<file path="src/common/fma_pkg.sv">
/*
 * FMA cell package
 * Widths, working types, IEEE-754 constants and FSM states shared by
 * the systolic floating-point multiply-accumulate cell
 */

package fma_pkg;

    // IEEE-754 single precision fields
    typedef logic [31:0] float_t;
    typedef logic [7:0]  exp_t;
    typedef logic [22:0] man_t;

    // Working exponent is signed and two bits wider so range errors show up
    typedef logic signed [9:0] wide_exp_t;

    // Full 24x24 significand product, also used for the accumulator
    typedef logic [47:0] wide_man_t;

    // Products accumulated toward one answer
    typedef logic [1:0] term_count_t;

    localparam wide_exp_t EXP_BIAS = 10'sd127;
    localparam int        MAN_BITS = 23;
    localparam wide_exp_t MAX_EXP  = 10'sd254;
    localparam wide_exp_t MIN_EXP  = 10'sd1;

    // Position of the hidden one in a normalized working significand
    localparam int LEAD_BIT = 2 * MAN_BITS;

    // Products per dot-product answer, fixed for the whole grid
    localparam int N_TERMS = 3;

    // Answer word shown after an input or range error
    localparam float_t ANSWER_ERROR = 32'hFFFF_FFFF;

    typedef enum logic [2:0] {
        IDLE,
        LOAD,
        MULTIPLY,
        ALIGN,
        ACCUMULATE,
        NORMALIZE,
        OUTPUT,
        ERROR
    } fma_state_e;

endpackage

</file>
<file path="src/common/fma_step_if.sv">
/*
 * FMA stage strobes
 * Single-cycle strobes from the cell FSM to the multiplier and
 * accumulator, plus the product range flag coming back
 */

`timescale 1ns/10ps

interface fma_step_if;

    logic mul_en;
    logic align_en;
    logic add_en;
    logic norm_en;
    logic drain;
    logic flush;
    logic product_range_err;

    modport control (
        output mul_en,
        output align_en,
        output add_en,
        output norm_en,
        output drain,
        output flush,
        input  product_range_err
    );

    modport mult (
        input  mul_en,
        output product_range_err
    );

    modport accum (
        input align_en,
        input add_en,
        input norm_en,
        input drain,
        input flush
    );

endinterface

</file>
<file path="src/hw/fma_cell/fp_multiplier.sv">
/*
 * Floating-point multiplier
 * Registers the exact significand product of the two captured operands
 * with the rebiased exponent sum and flags products out of range
 */

`timescale 1ns/10ps

module fp_multiplier (
    input  logic               clk,
    input  logic               rst,
    input  fma_pkg::float_t    a_op,
    input  fma_pkg::float_t    b_op,
    fma_step_if.mult           step,
    output logic               prod_sign,
    output fma_pkg::wide_exp_t prod_exp,
    output fma_pkg::wide_man_t prod_man
);

    fma_pkg::exp_t      a_exp;
    fma_pkg::exp_t      b_exp;
    fma_pkg::man_t      a_man;
    fma_pkg::man_t      b_man;
    fma_pkg::wide_exp_t exp_sum;
    logic               any_zero;

    assign a_exp = a_op[30:fma_pkg::MAN_BITS];
    assign b_exp = b_op[30:fma_pkg::MAN_BITS];
    assign a_man = a_op[fma_pkg::MAN_BITS-1:0];
    assign b_man = b_op[fma_pkg::MAN_BITS-1:0];

    // Zero shortcut, the sign bit is ignored
    assign any_zero = (a_op[30:0] == '0) || (b_op[30:0] == '0);

    assign exp_sum = fma_pkg::wide_exp_t'({2'b00, a_exp})
                   + fma_pkg::wide_exp_t'({2'b00, b_exp})
                   - fma_pkg::EXP_BIAS;

    always_ff @(posedge clk) begin
        if (rst) begin
            step.product_range_err <= 1'b0;
        end else if (step.mul_en) begin
            step.product_range_err <= !any_zero
                && ((exp_sum > fma_pkg::MAX_EXP) || (exp_sum < fma_pkg::MIN_EXP));
        end
    end

    always_ff @(posedge clk) begin
        if (step.mul_en) begin
            if (any_zero) begin
                prod_sign <= 1'b0;
                prod_exp  <= '0;
                prod_man  <= '0;
            end else begin
                prod_sign <= a_op[31] ^ b_op[31];
                prod_exp  <= exp_sum;
                prod_man  <= fma_pkg::wide_man_t'({1'b1, a_man})
                           * fma_pkg::wide_man_t'({1'b1, b_man});
            end
        end
    end

endmodule

</file>
<file path="src/hw/fma_cell/fp_accumulator.sv">
/*
 * Floating-point accumulator
 * Aligns each product against the running sum, adds or subtracts by
 * sign, renormalizes and packs the single-precision answer on drain
 */

`timescale 1ns/10ps

module fp_accumulator (
    input  logic               clk,
    input  logic               rst,
    input  logic               prod_sign,
    input  fma_pkg::wide_exp_t prod_exp,
    input  fma_pkg::wide_man_t prod_man,
    fma_step_if.accum          step,
    output fma_pkg::float_t    answer_out
);

    logic               acc_sign;
    fma_pkg::wide_exp_t acc_exp;
    fma_pkg::wide_man_t acc_man;
    logic               p_sign;
    fma_pkg::wide_man_t p_man;
    logic               prod_carry;
    fma_pkg::wide_man_t p_man_n;
    fma_pkg::wide_exp_t p_exp_n;
    fma_pkg::wide_exp_t exp_diff;
    fma_pkg::wide_exp_t neg_diff;
    logic [5:0]         lead_zeros;
    fma_pkg::float_t    answer_word;

    // A product in [2,4) is brought to the lead bit first, dropping its lowest bit
    assign prod_carry = prod_man[fma_pkg::LEAD_BIT+1];
    assign p_man_n    = prod_carry ? prod_man >> 1 : prod_man;
    assign p_exp_n    = prod_carry ? prod_exp + 10'sd1 : prod_exp;

    assign exp_diff = acc_exp - p_exp_n;
    assign neg_diff = p_exp_n - acc_exp;

    // Distance of the leading one below the lead bit
    always_comb begin
        lead_zeros = '0;
        for (int i = 0; i <= fma_pkg::LEAD_BIT; i++) begin
            if (acc_man[i]) begin
                lead_zeros = 6'(fma_pkg::LEAD_BIT - i);
            end
        end
    end

    // Fraction is the 23 bits under the hidden one, exact zero gives +0
    assign answer_word = (acc_man == '0) ? '0 :
        {acc_sign, acc_exp[7:0], acc_man[fma_pkg::LEAD_BIT-1 -: fma_pkg::MAN_BITS]};

    always_ff @(posedge clk) begin
        if (rst) begin
            acc_sign   <= 1'b0;
            acc_exp    <= '0;
            acc_man    <= '0;
            answer_out <= '0;
        end else if (step.flush) begin
            answer_out <= fma_pkg::ANSWER_ERROR;
            acc_sign   <= 1'b0;
            acc_exp    <= '0;
            acc_man    <= '0;
        end else if (step.drain) begin
            answer_out <= answer_word;
            acc_sign   <= 1'b0;
            acc_exp    <= '0;
            acc_man    <= '0;
        end else if (step.align_en) begin
            // A zero product leaves the sum alone
            if (p_man_n != '0) begin
                if (acc_man == '0) begin
                    acc_exp <= p_exp_n;
                end else if (exp_diff < 0) begin
                    acc_man <= acc_man >> neg_diff;
                    acc_exp <= p_exp_n;
                end
            end
        end else if (step.add_en) begin
            if (acc_sign == p_sign) begin
                acc_man <= acc_man + p_man;
            end else if (p_man > acc_man) begin
                acc_man  <= p_man - acc_man;
                acc_sign <= p_sign;
            end else begin
                acc_man <= acc_man - p_man;
            end
        end else if (step.norm_en) begin
            if (acc_man == '0) begin
                acc_sign <= 1'b0;
                acc_exp  <= '0;
            end else if (acc_man[fma_pkg::LEAD_BIT+1]) begin
                acc_man <= acc_man >> 1;
                acc_exp <= acc_exp + 10'sd1;
            end else begin
                // Left shift after cancellation
                acc_man <= acc_man << lead_zeros;
                acc_exp <= acc_exp - fma_pkg::wide_exp_t'({4'b0000, lead_zeros});
            end
        end
    end

    // Aligned product, held for the add step
    always_ff @(posedge clk) begin
        if (step.align_en) begin
            p_sign <= prod_sign;
            if ((acc_man != '0) && (exp_diff > 0)) begin
                p_man <= p_man_n >> exp_diff;
            end else begin
                p_man <= p_man_n;
            end
        end
    end

endmodule

</file>
<file path="src/hw/fma_cell/fma_cell_control.sv">
/*
 * FMA cell control
 * Operand capture and checking, the stage FSM, the term counter and
 * the busy and forwarding handshake toward the neighbor cells
 */

`timescale 1ns/10ps

module fma_cell_control (
    input  logic            clk,
    input  logic            rst,
    input  fma_pkg::float_t a_in,
    input  logic            a_req_in,
    input  fma_pkg::float_t b_in,
    input  logic            b_req_in,
    input  logic            a_busy_in,
    input  logic            b_busy_in,
    output fma_pkg::float_t a_op,
    output fma_pkg::float_t b_op,
    output fma_pkg::float_t a_out,
    output logic            a_req_out,
    output fma_pkg::float_t b_out,
    output logic            b_req_out,
    output logic            busy_out,
    output logic            answer_ready,
    output logic            error_out,
    fma_step_if.control     step
);

    fma_pkg::fma_state_e  state;
    fma_pkg::fma_state_e  next_state;
    fma_pkg::term_count_t term_count;
    logic                 a_held;
    logic                 b_held;
    logic                 a_cap;
    logic                 b_cap;
    logic                 in_err;
    logic                 pair_done;
    logic                 fwd_valid;
    logic                 first_out;
    logic                 last_term;

    // Denormals, infinities and NaNs are rejected at capture
    function automatic logic operand_bad(input fma_pkg::float_t f);
        fma_pkg::exp_t e;
        fma_pkg::man_t m;
        e = f[30:fma_pkg::MAN_BITS];
        m = f[fma_pkg::MAN_BITS-1:0];
        return (e == 8'hFF) || ((e == 8'h00) && (m != '0));
    endfunction

    // Either request loads its operand while the cell is waiting
    assign a_cap     = a_req_in && ((state == fma_pkg::IDLE) || (state == fma_pkg::LOAD));
    assign b_cap     = b_req_in && ((state == fma_pkg::IDLE) || (state == fma_pkg::LOAD));
    assign in_err    = (a_cap && operand_bad(a_in)) || (b_cap && operand_bad(b_in));
    assign pair_done = (a_held || a_cap) && (b_held || b_cap);

    // fwd_valid trails OUTPUT by a cycle, so it marks later OUTPUT cycles
    assign first_out = (state == fma_pkg::OUTPUT) && !fwd_valid;
    assign last_term = term_count == fma_pkg::term_count_t'(fma_pkg::N_TERMS - 1);

    assign step.mul_en   = state == fma_pkg::MULTIPLY;
    assign step.align_en = state == fma_pkg::ALIGN;
    assign step.add_en   = state == fma_pkg::ACCUMULATE;
    assign step.norm_en  = state == fma_pkg::NORMALIZE;
    assign step.drain    = first_out && last_term;
    assign step.flush    = state == fma_pkg::ERROR;

    assign a_req_out = fwd_valid;
    assign b_req_out = fwd_valid;

    always_comb begin
        next_state = state;
        case (state)
            fma_pkg::IDLE, fma_pkg::LOAD: begin
                if (in_err) begin
                    next_state = fma_pkg::ERROR;
                end else if (pair_done) begin
                    next_state = fma_pkg::MULTIPLY;
                end else if (a_cap || b_cap || a_held || b_held) begin
                    next_state = fma_pkg::LOAD;
                end else begin
                    next_state = fma_pkg::IDLE;
                end
            end
            fma_pkg::MULTIPLY:   next_state = fma_pkg::ALIGN;
            fma_pkg::ALIGN:      next_state = fma_pkg::ACCUMULATE;
            fma_pkg::ACCUMULATE: next_state = fma_pkg::NORMALIZE;
            fma_pkg::NORMALIZE: begin
                // Product exponent out of range, nothing goes to the neighbors
                if (step.product_range_err) begin
                    next_state = fma_pkg::ERROR;
                end else begin
                    next_state = fma_pkg::OUTPUT;
                end
            end
            fma_pkg::OUTPUT: begin
                if (a_busy_in || b_busy_in) begin
                    next_state = fma_pkg::OUTPUT;
                end else begin
                    next_state = fma_pkg::IDLE;
                end
            end
            default: next_state = fma_pkg::IDLE;
        endcase
    end

    always_ff @(posedge clk) begin
        if (rst) begin
            state        <= fma_pkg::IDLE;
            a_held       <= 1'b0;
            b_held       <= 1'b0;
            term_count   <= '0;
            fwd_valid    <= 1'b0;
            busy_out     <= 1'b0;
            answer_ready <= 1'b0;
            error_out    <= 1'b0;
        end else begin
            state        <= next_state;
            a_held       <= (a_held || a_cap) && (next_state == fma_pkg::LOAD);
            b_held       <= (b_held || b_cap) && (next_state == fma_pkg::LOAD);
            fwd_valid    <= state == fma_pkg::OUTPUT;
            // Busy covers the pipeline and the trailing forward cycle
            busy_out     <= (next_state inside {fma_pkg::MULTIPLY, fma_pkg::ALIGN,
                                                fma_pkg::ACCUMULATE, fma_pkg::NORMALIZE,
                                                fma_pkg::OUTPUT})
                            || (state == fma_pkg::OUTPUT);
            answer_ready <= step.drain;
            error_out    <= state == fma_pkg::ERROR;
            if (state == fma_pkg::ERROR) begin
                term_count <= '0;
            end else if (first_out) begin
                term_count <= last_term ? '0 : term_count + 2'd1;
            end
        end
    end

    // Operand registers, forwarded unchanged while OUTPUT lasts
    always_ff @(posedge clk) begin
        if (a_cap) begin
            a_op <= a_in;
        end
        if (b_cap) begin
            b_op <= b_in;
        end
        if (state == fma_pkg::OUTPUT) begin
            a_out <= a_op;
            b_out <= b_op;
        end
    end

endmodule

</file>
<file path="src/hw/fma_cell/fma_cell.sv">
/*
 * FMA cell top level
 * One cell of the systolic floating-point grid: captures the operands
 * from both neighbors, accumulates their products, forwards them on
 */

`timescale 1ns/10ps

module fma_cell (
    input  logic            clk,
    input  logic            rst,

    // Operand moving across the grid
    input  fma_pkg::float_t a_in,
    input  logic            a_req_in,
    input  logic            a_busy_in,
    output fma_pkg::float_t a_out,
    output logic            a_req_out,

    // Operand moving down the grid
    input  fma_pkg::float_t b_in,
    input  logic            b_req_in,
    input  logic            b_busy_in,
    output fma_pkg::float_t b_out,
    output logic            b_req_out,

    output logic            busy_out,
    output fma_pkg::float_t answer_out,
    output logic            answer_ready,
    output logic            error_out
);

    fma_pkg::float_t    a_op;
    fma_pkg::float_t    b_op;
    logic               prod_sign;
    fma_pkg::wide_exp_t prod_exp;
    fma_pkg::wide_man_t prod_man;

    fma_step_if step ();

    fma_cell_control u_control (
        .clk          (clk),
        .rst          (rst),
        .a_in         (a_in),
        .a_req_in     (a_req_in),
        .b_in         (b_in),
        .b_req_in     (b_req_in),
        .a_busy_in    (a_busy_in),
        .b_busy_in    (b_busy_in),
        .a_op         (a_op),
        .b_op         (b_op),
        .a_out        (a_out),
        .a_req_out    (a_req_out),
        .b_out        (b_out),
        .b_req_out    (b_req_out),
        .busy_out     (busy_out),
        .answer_ready (answer_ready),
        .error_out    (error_out),
        .step         (step.control)
    );

    fp_multiplier u_multiplier (
        .clk       (clk),
        .rst       (rst),
        .a_op      (a_op),
        .b_op      (b_op),
        .step      (step.mult),
        .prod_sign (prod_sign),
        .prod_exp  (prod_exp),
        .prod_man  (prod_man)
    );

    fp_accumulator u_accumulator (
        .clk        (clk),
        .rst        (rst),
        .prod_sign  (prod_sign),
        .prod_exp   (prod_exp),
        .prod_man   (prod_man),
        .step       (step.accum),
        .answer_out (answer_out)
    );

endmodule

</file>
<file path="config.mk">
export PLATFORM = sky130hd
export DESIGN_NAME = fma_cell
export DESIGN_NICKNAME = d
export VERILOG_FILES = /design/src/common/fma_pkg.sv /design/src/common/fma_step_if.sv /design/src/hw/fma_cell/fp_multiplier.sv /design/src/hw/fma_cell/fp_accumulator.sv /design/src/hw/fma_cell/fma_cell_control.sv /design/src/hw/fma_cell/fma_cell.sv
export SDC_FILE = /design/constraint.sdc
export NUM_CORES = 2
export LEC_CHECK = 0
export BUFFER_PORTS_ARGS = -buffer_cell sky130_fd_sc_hd__clkbuf_2
export CAP_MARGIN = 25
export CORE_AREA = 2 2 364 366
export DETAILED_ROUTE_END_ITERATION = 16
export DIE_AREA = 0 0 366 368
export RECOVER_POWER = 100
export SETUP_SLACK_MARGIN = 0.1
export SLEW_MARGIN = 15
export SYNTH_ARGS = -nofsm -noshare
export SYNTH_HDL_FRONTEND = slang
export SYNTH_HIERARCHICAL = 1
export SYNTH_SLANG_ARGS = --single-unit
</file>
<file path="constraint.sdc">
create_clock -name clk -period 7.9 [get_ports clk]
set_clock_uncertainty 0.1 [all_clocks]
set_input_delay 0 -clock clk [delete_from_list [all_inputs] [get_ports clk]]
set_output_delay 0 -clock clk [all_outputs]
set_load 0.05 [all_outputs]
</file>
# Word level (Yosys, flattened, before mapping)
# Index checks and enable logic that the tools add are counted.
[classes]
n_addsub = 11
n_mul = 1
n_lt_le_gt_ge = 5
n_eq_ne = 25
shift = 3
muxes = 83
bitwise = 2
n_reduce_logical = 50
[op_table]
columns = ["cell", "n"]
rows = [
  ["$mux W48", 11],
  ["$mux W6", 47],
  ["$mux W32", 3],
  ["$reduce_bool A48 Y1", 2],
  ["$sub A48 B48 Y48", 2],
  ["$mux W10", 9],
  ["$logic_not A31 Y1", 2],
  ["$add A48 B48 Y48", 1],
  ["$gt A48 B48 Y1", 1],
  ["$logic_not A48 Y1", 1],
  ["$mul A24 B24 Y48", 1],
  ["$shl A48 B6 Y48", 1],
  ["$shr A47 B10 Y48", 1],
  ["$shr A48 B10 Y48", 1],
  ["$mux W47", 1],
  ["$reduce_bool A23 Y1", 2],
  ["$eq A3 B3 Y1 const B", 7],
  ["$add A10 B2 Y10 const B", 2],
  ["$sub A10 B10 Y10", 2],
  ["$pmux W3 S6", 1],
  ["$eq A8 B8 Y1 const B", 2],
  ["$logic_not A8 Y1", 2],
  ["$logic_and A1 B1 Y1", 13],
  ["$logic_or A1 B1 Y1", 13],
  ["other kinds (29)", 52],
]
[word_totals]
regBits = 339
inputBits = 70
out_inout_bits = 101
word_cells = 202

# Depth between registers and ports, before layout
[logic_depth]
word_depth = 53
depth_mapped = 26
ltp_nobuf = 24

# Hierarchy
# Netlist, hierarchy kept.
[modules_own_cells]
columns = ["mod", "instances", "cells_each", "area_each_um2", "seq_area_each_um2"]
rows = [
  ["fp_accumulator", 1, 3699, 25801.0, 3263.1],
  ["fp_multiplier", 1, 2377, 21647.0, 1791.7],
  ["fma_cell_control", 1, 222, 4580.6, 4063.9],
]

# Worst setup path before layout
# No wires, ideal clock.
[synth_path]
path_kind = "register to register"
from = "register u_control.a_op[13]"
to = "register u_multiplier.prod_man[41], data pin"
setup_ns = 0.268
arrival_ns = 6.442
t_required_ns = 7.532
path_slack_ns = 1.090
stages_incl_launch_ff = 23
n_path_buf = 1
synth_period_minus_slack_ns = 6.810
cell_sequence = "edfxtp_1 -> clkbuf_1 -> nand2_1 -> fa_1 -> inv_1 -> fa_1 -> inv_1 -> fa_1 -> inv_1 -> fa_1 -> inv_1 -> fa_1 -> inv_1 -> fa_1 -> fa_1 -> ha_1 -> and4_1 -> a211o_1 -> a211oi_4 -> o211ai_4 -> a2111oi_4 -> o21ai_0 -> nor3b_2"
[synth_via]
elab_chain_len = 2
elab_cells_between_ends = 3
cone_classes = "mul (1); reduce/logical (2)"
[synth_lines]
columns = ["element", "line_no", "text"]
rows = [
  ["start, declared", "fma_cell_control.sv:18", "output fma_pkg::float_t a_op,"],
  ["start signal, assigned", "fma_cell_control.sv:141", "a_op <= a_in;"],
  ["parallel branches: the longest is 2 deep, another holds $mul A24 B24 Y48", "-", ""],
  ["end signal, assigned", "fp_multiplier.sv:57", "prod_man <= fma_pkg::wide_man_t'({1'b1, a_man})"],
  ["end, declared", "fp_multiplier.sv:17", "output fma_pkg::wide_man_t prod_man"],
]
# Parallel ways; which one is timed is not known.
# A chain may end at the register's enable or synchronous reset.

# Final worst setup path
[layout_path]
from = "register u_control.a_op[7]"
to = "register u_multiplier.prod_man[28], data pin"
# The elaborated chain is that of the path after synthesis.

==> impl_results.md <==
* Status: complete, but fails checks
* Failing checks: max-capacitance violations, max-slew violations
* Number of synthesized flops with an enable pin at 235
* DR iter-0 viols at 5938
* Post-synthesis sequential area ratio at 0.175
* Vias per cell at 6.15
* Worst r2r src: u_control/a_op[7]
* R2r worst-path depth at 23
* Maximum clock rate at 132 MHz
* CP required at 8150 ps
* Post-Syn Nets at 7215
* Post-synthesis cell count at 6298
* Most frequent CP cell: fa_1
* Setup TNS at 0 ps
* Overall die height at 368 um
* Met3 routed WL at 19.3 mm
* Top sig layer: met5
* Number of global-route vias before repair at 49600
* Die area at 135000 sq um
* Placer Congestion at 1.07
* Unrepaired setup endpoints after global routing: false
* DRT Pass-1 Iters at 9
* Actual slew at the worst max-slew pin at 3420 ps
* R2r setup slk at 310 ps
* I/O Buffers at 170
* Root Driver: clkbuf_16
* Final period util at 0.961
* Met2 wire len at 103 mm
* Initial Util at 0.398
* Setup-failing EPs final at 0
* Die Width at 366 um
* Worst Hold End: u_control/a_op[3]
* Total number of vias at 50400
* Startpoint types: flip-flop
* Hold Startpoint: a_in[3]
* Routed wire length at 226 mm
* CP max-delay cell: clkbuf_1
* Clock transition at path regs at 60 ps
* Htree depth at 2
* Met1 Routed Length at 84.3 mm
* Layout cells sized above 1 at 0.0698
* Clock Path Buffers at 3
* Largest net degree at the start of global routing at 66
* Placement Rows at 133
* Final Hold Viols at 0
* Crit Path Class: reg -> reg
* TritonCTS clock tree: built
* Synth area leader: fa_1
* DR DRC count at 0
* Most used flip-flop cell after synthesis: edfxtp_1
* Core area at 131000 sq um
* CP arrival at 7850 ps
* First-pass GRT wire length at 331 mm
* Slew Limit Fails at 347
* Final ANT Viol Nets at 0
* Synth cell count leaders: inv_1 (778), nand2_1 (647), fa_1 (489)
* Synth async-reset ratio at 0
* #FFs+latches synth at 338
* Critical Path Fanout Max at 10
* Avg Inst Size Synth at 8.26 sq um
* Crit path max-delay family: adder cells
* Layout area overhead at 10.2%
* Critical path's largest stage delay at 580 ps
* Hold Path Depth at 2
* Tot GR Track Use at 0.325
* Final HPWL DP at 174 mm
* Largest cells by area after synthesis: fa_1 (19%), edfxtp_1 (14%), ha_1 (8.6%)
* Crit path capture type: flip-flop
* Count leader, synth: inv_1
* I/O pins at 171
* Worst path depth at 23
* Area share of the largest cell type after synthesis at 0.188
* Hold Crit Class: in -> reg
* RR Endpoint: u_multiplier/prod_man[28]
* YS warnings at 6
* Period minus WS final at 7590 ps
* Clk Latency, worst-skew pair at 670 ps
* Filler Cell Count at 13200
* Yosys cell types at 121
* Grt total ovfl at 0
* CTS buffer count at 43
* CTS Sinks at 338
* Slew HR at -1.28
* WL/cell at 27.6 um
* Max Cap Viol at 9
* Critical path, cell by cell: clkbuf_1 > nand2_1 > fa_1 > inv_1 > fa_1 > inv_1 > fa_1 > inv_1 > fa_1 > fa_1 > fa_1 > inv_1 > fa_1 > inv_1 > ha_1 > a21oi_1 > o21ai_0 > a31o_2 > a21o_1 > a21o_1 > a41oi_1 > xor2_1 > nor2_1
* Initial antenna violation count at 6
* WP buf/inv at 6
* Syn Std Cell Area at 52000 sq um
* Layout Nets at 7316
logic make-up after synthesis:
kind of cell,share of synthesized area
muxes,0.0675
buffers and inverters,0.0903
AOI/OAI and AO/OA,0.187
adders and majority gates,0.274
xor gates and xnor gates,0.0194
DFF,0.175
and+or+nand+nor,0.186
routing by layer:
metal / GRT usage / vias to the layer above
met5: 0 / -
met4: 0.229 / 6
met3: 0.0562 / 785
met2: 0.531 / 2873
met1: 0.390 / 24800
li1: - / 21900
layout make-up:
| class | instances | area, sq um | area share |
|---|---|---|---|
| multi-input cells | 4748 | 38400 | 0.669 |
| flip-flops and latches | 338 | 9120 | 0.159 |
| repair buffers | 483 | 3170 | 0.0553 |
| inverters | 785 | 2950 | 0.0514 |
| well taps | 1755 | 2200 | 0.0383 |
| clock buffers | 51 | 1140 | 0.0198 |
| clock inverters | 28 | 420 | 0.00733 |
| diodes | 3 | 7.51 | 0.000131 |
registers in the layout, summed over array words and instances, names as in the netlist, 32 cells and up:
register and count:
u_accumulator/acc_man 48, u_accumulator/answer_out 32, u_accumulator/p_man 47, u_control/a_op 32, u_control/a_out 32, u_control/b_op 32
u_control/b_out 32, u_multiplier/prod_man 48
how the worst max path moves through the flow:
stage	from	end	slack, ps
final	u_control/a_op[7]	u_multiplier/prod_man[28]	310
after floorplan	u_control/a_op[13]	u_multiplier/prod_man[41]	1090
after global routing	u_control/b_op[3]	u_multiplier/prod_man[28]	20
after global placement	u_control/a_op[6]	u_multiplier/prod_man[46]	480
after detailed placement	u_control/a_op[6]	u_multiplier/prod_man[46]	430
after CTS	u_control/a_op[6]	u_multiplier/prod_man[46]	360
placed cells by master (no fill, tap or decap), types with 19 or more instances in the layout:
| cell type | count |
|---|---|
| nor2b_1 | 46 |
| ha_1 | 357 |
| a21oi_1 | 480 |
| o211ai_1 | 68 |
| mux2i_1 | 227 |
| o21a_1 | 25 |
| nor4_1 | 67 |
| o21bai_1 | 41 |
| and2_1 | 272 |
| xor2_1 | 34 |
| a221oi_1 | 30 |
| edfxtp_1 | 235 |
| clkbuf_1 | 190 |
| a21o_1 | 65 |
| o31ai_1 | 33 |
| nor2_1 | 463 |
| or4_1 | 19 |
| buf_4 | 176 |
| or3_1 | 24 |
| nand2_1 | 647 |
| and3_1 | 31 |
| xnor2_1 | 71 |
| clkbuf_16 | 43 |
| dfxtp_1 | 102 |
| nand4_1 | 73 |
| nor3_1 | 104 |
| nand2b_1 | 29 |
| mux4_2 | 32 |
| mux2_2 | 45 |
| inv_1 | 779 |
| a211oi_1 | 91 |
| o22ai_1 | 36 |
| nand3_1 | 128 |
| a31oi_1 | 57 |
| dlygate4sd3_1 | 109 |
| fa_1 | 487 |
| o221ai_1 | 33 |
| o21ai_0 | 254 |
timing repair:
action / CTS / global route
setup buffers: 0 / 0
endpoints found under the hold margin: 125 / 0
resized for setup: 0 / 1
hold buffers: 109 / 0
setup endpoints to repair: 0 / 5
per-stage QoR:
stage / worst slack [ps] / hold slack [ps] / std cells / util / area (sq um)
6_report: 307 / 81.0 / 8191 / 0.439 / 57400
5_1_grt: 21.0 / 56.4 / 8188 / 0.438 / 57400
4_1_cts: 362 / 0.623 / 8185 / 0.441 / 57700
3_5_place_dp: 426 / 79.3 / 7997 / 0.421 / 55000
3_3_place_gp: 480 / 77.5 / 7996 / 0.421 / 55000
2_1_floorplan: 1090 / -28.4 / 6298 / - / 52000
Power is left out: the tool's default activity adds up to more than one toggle a clock period on the data nets, which glitch-free logic cannot reach.
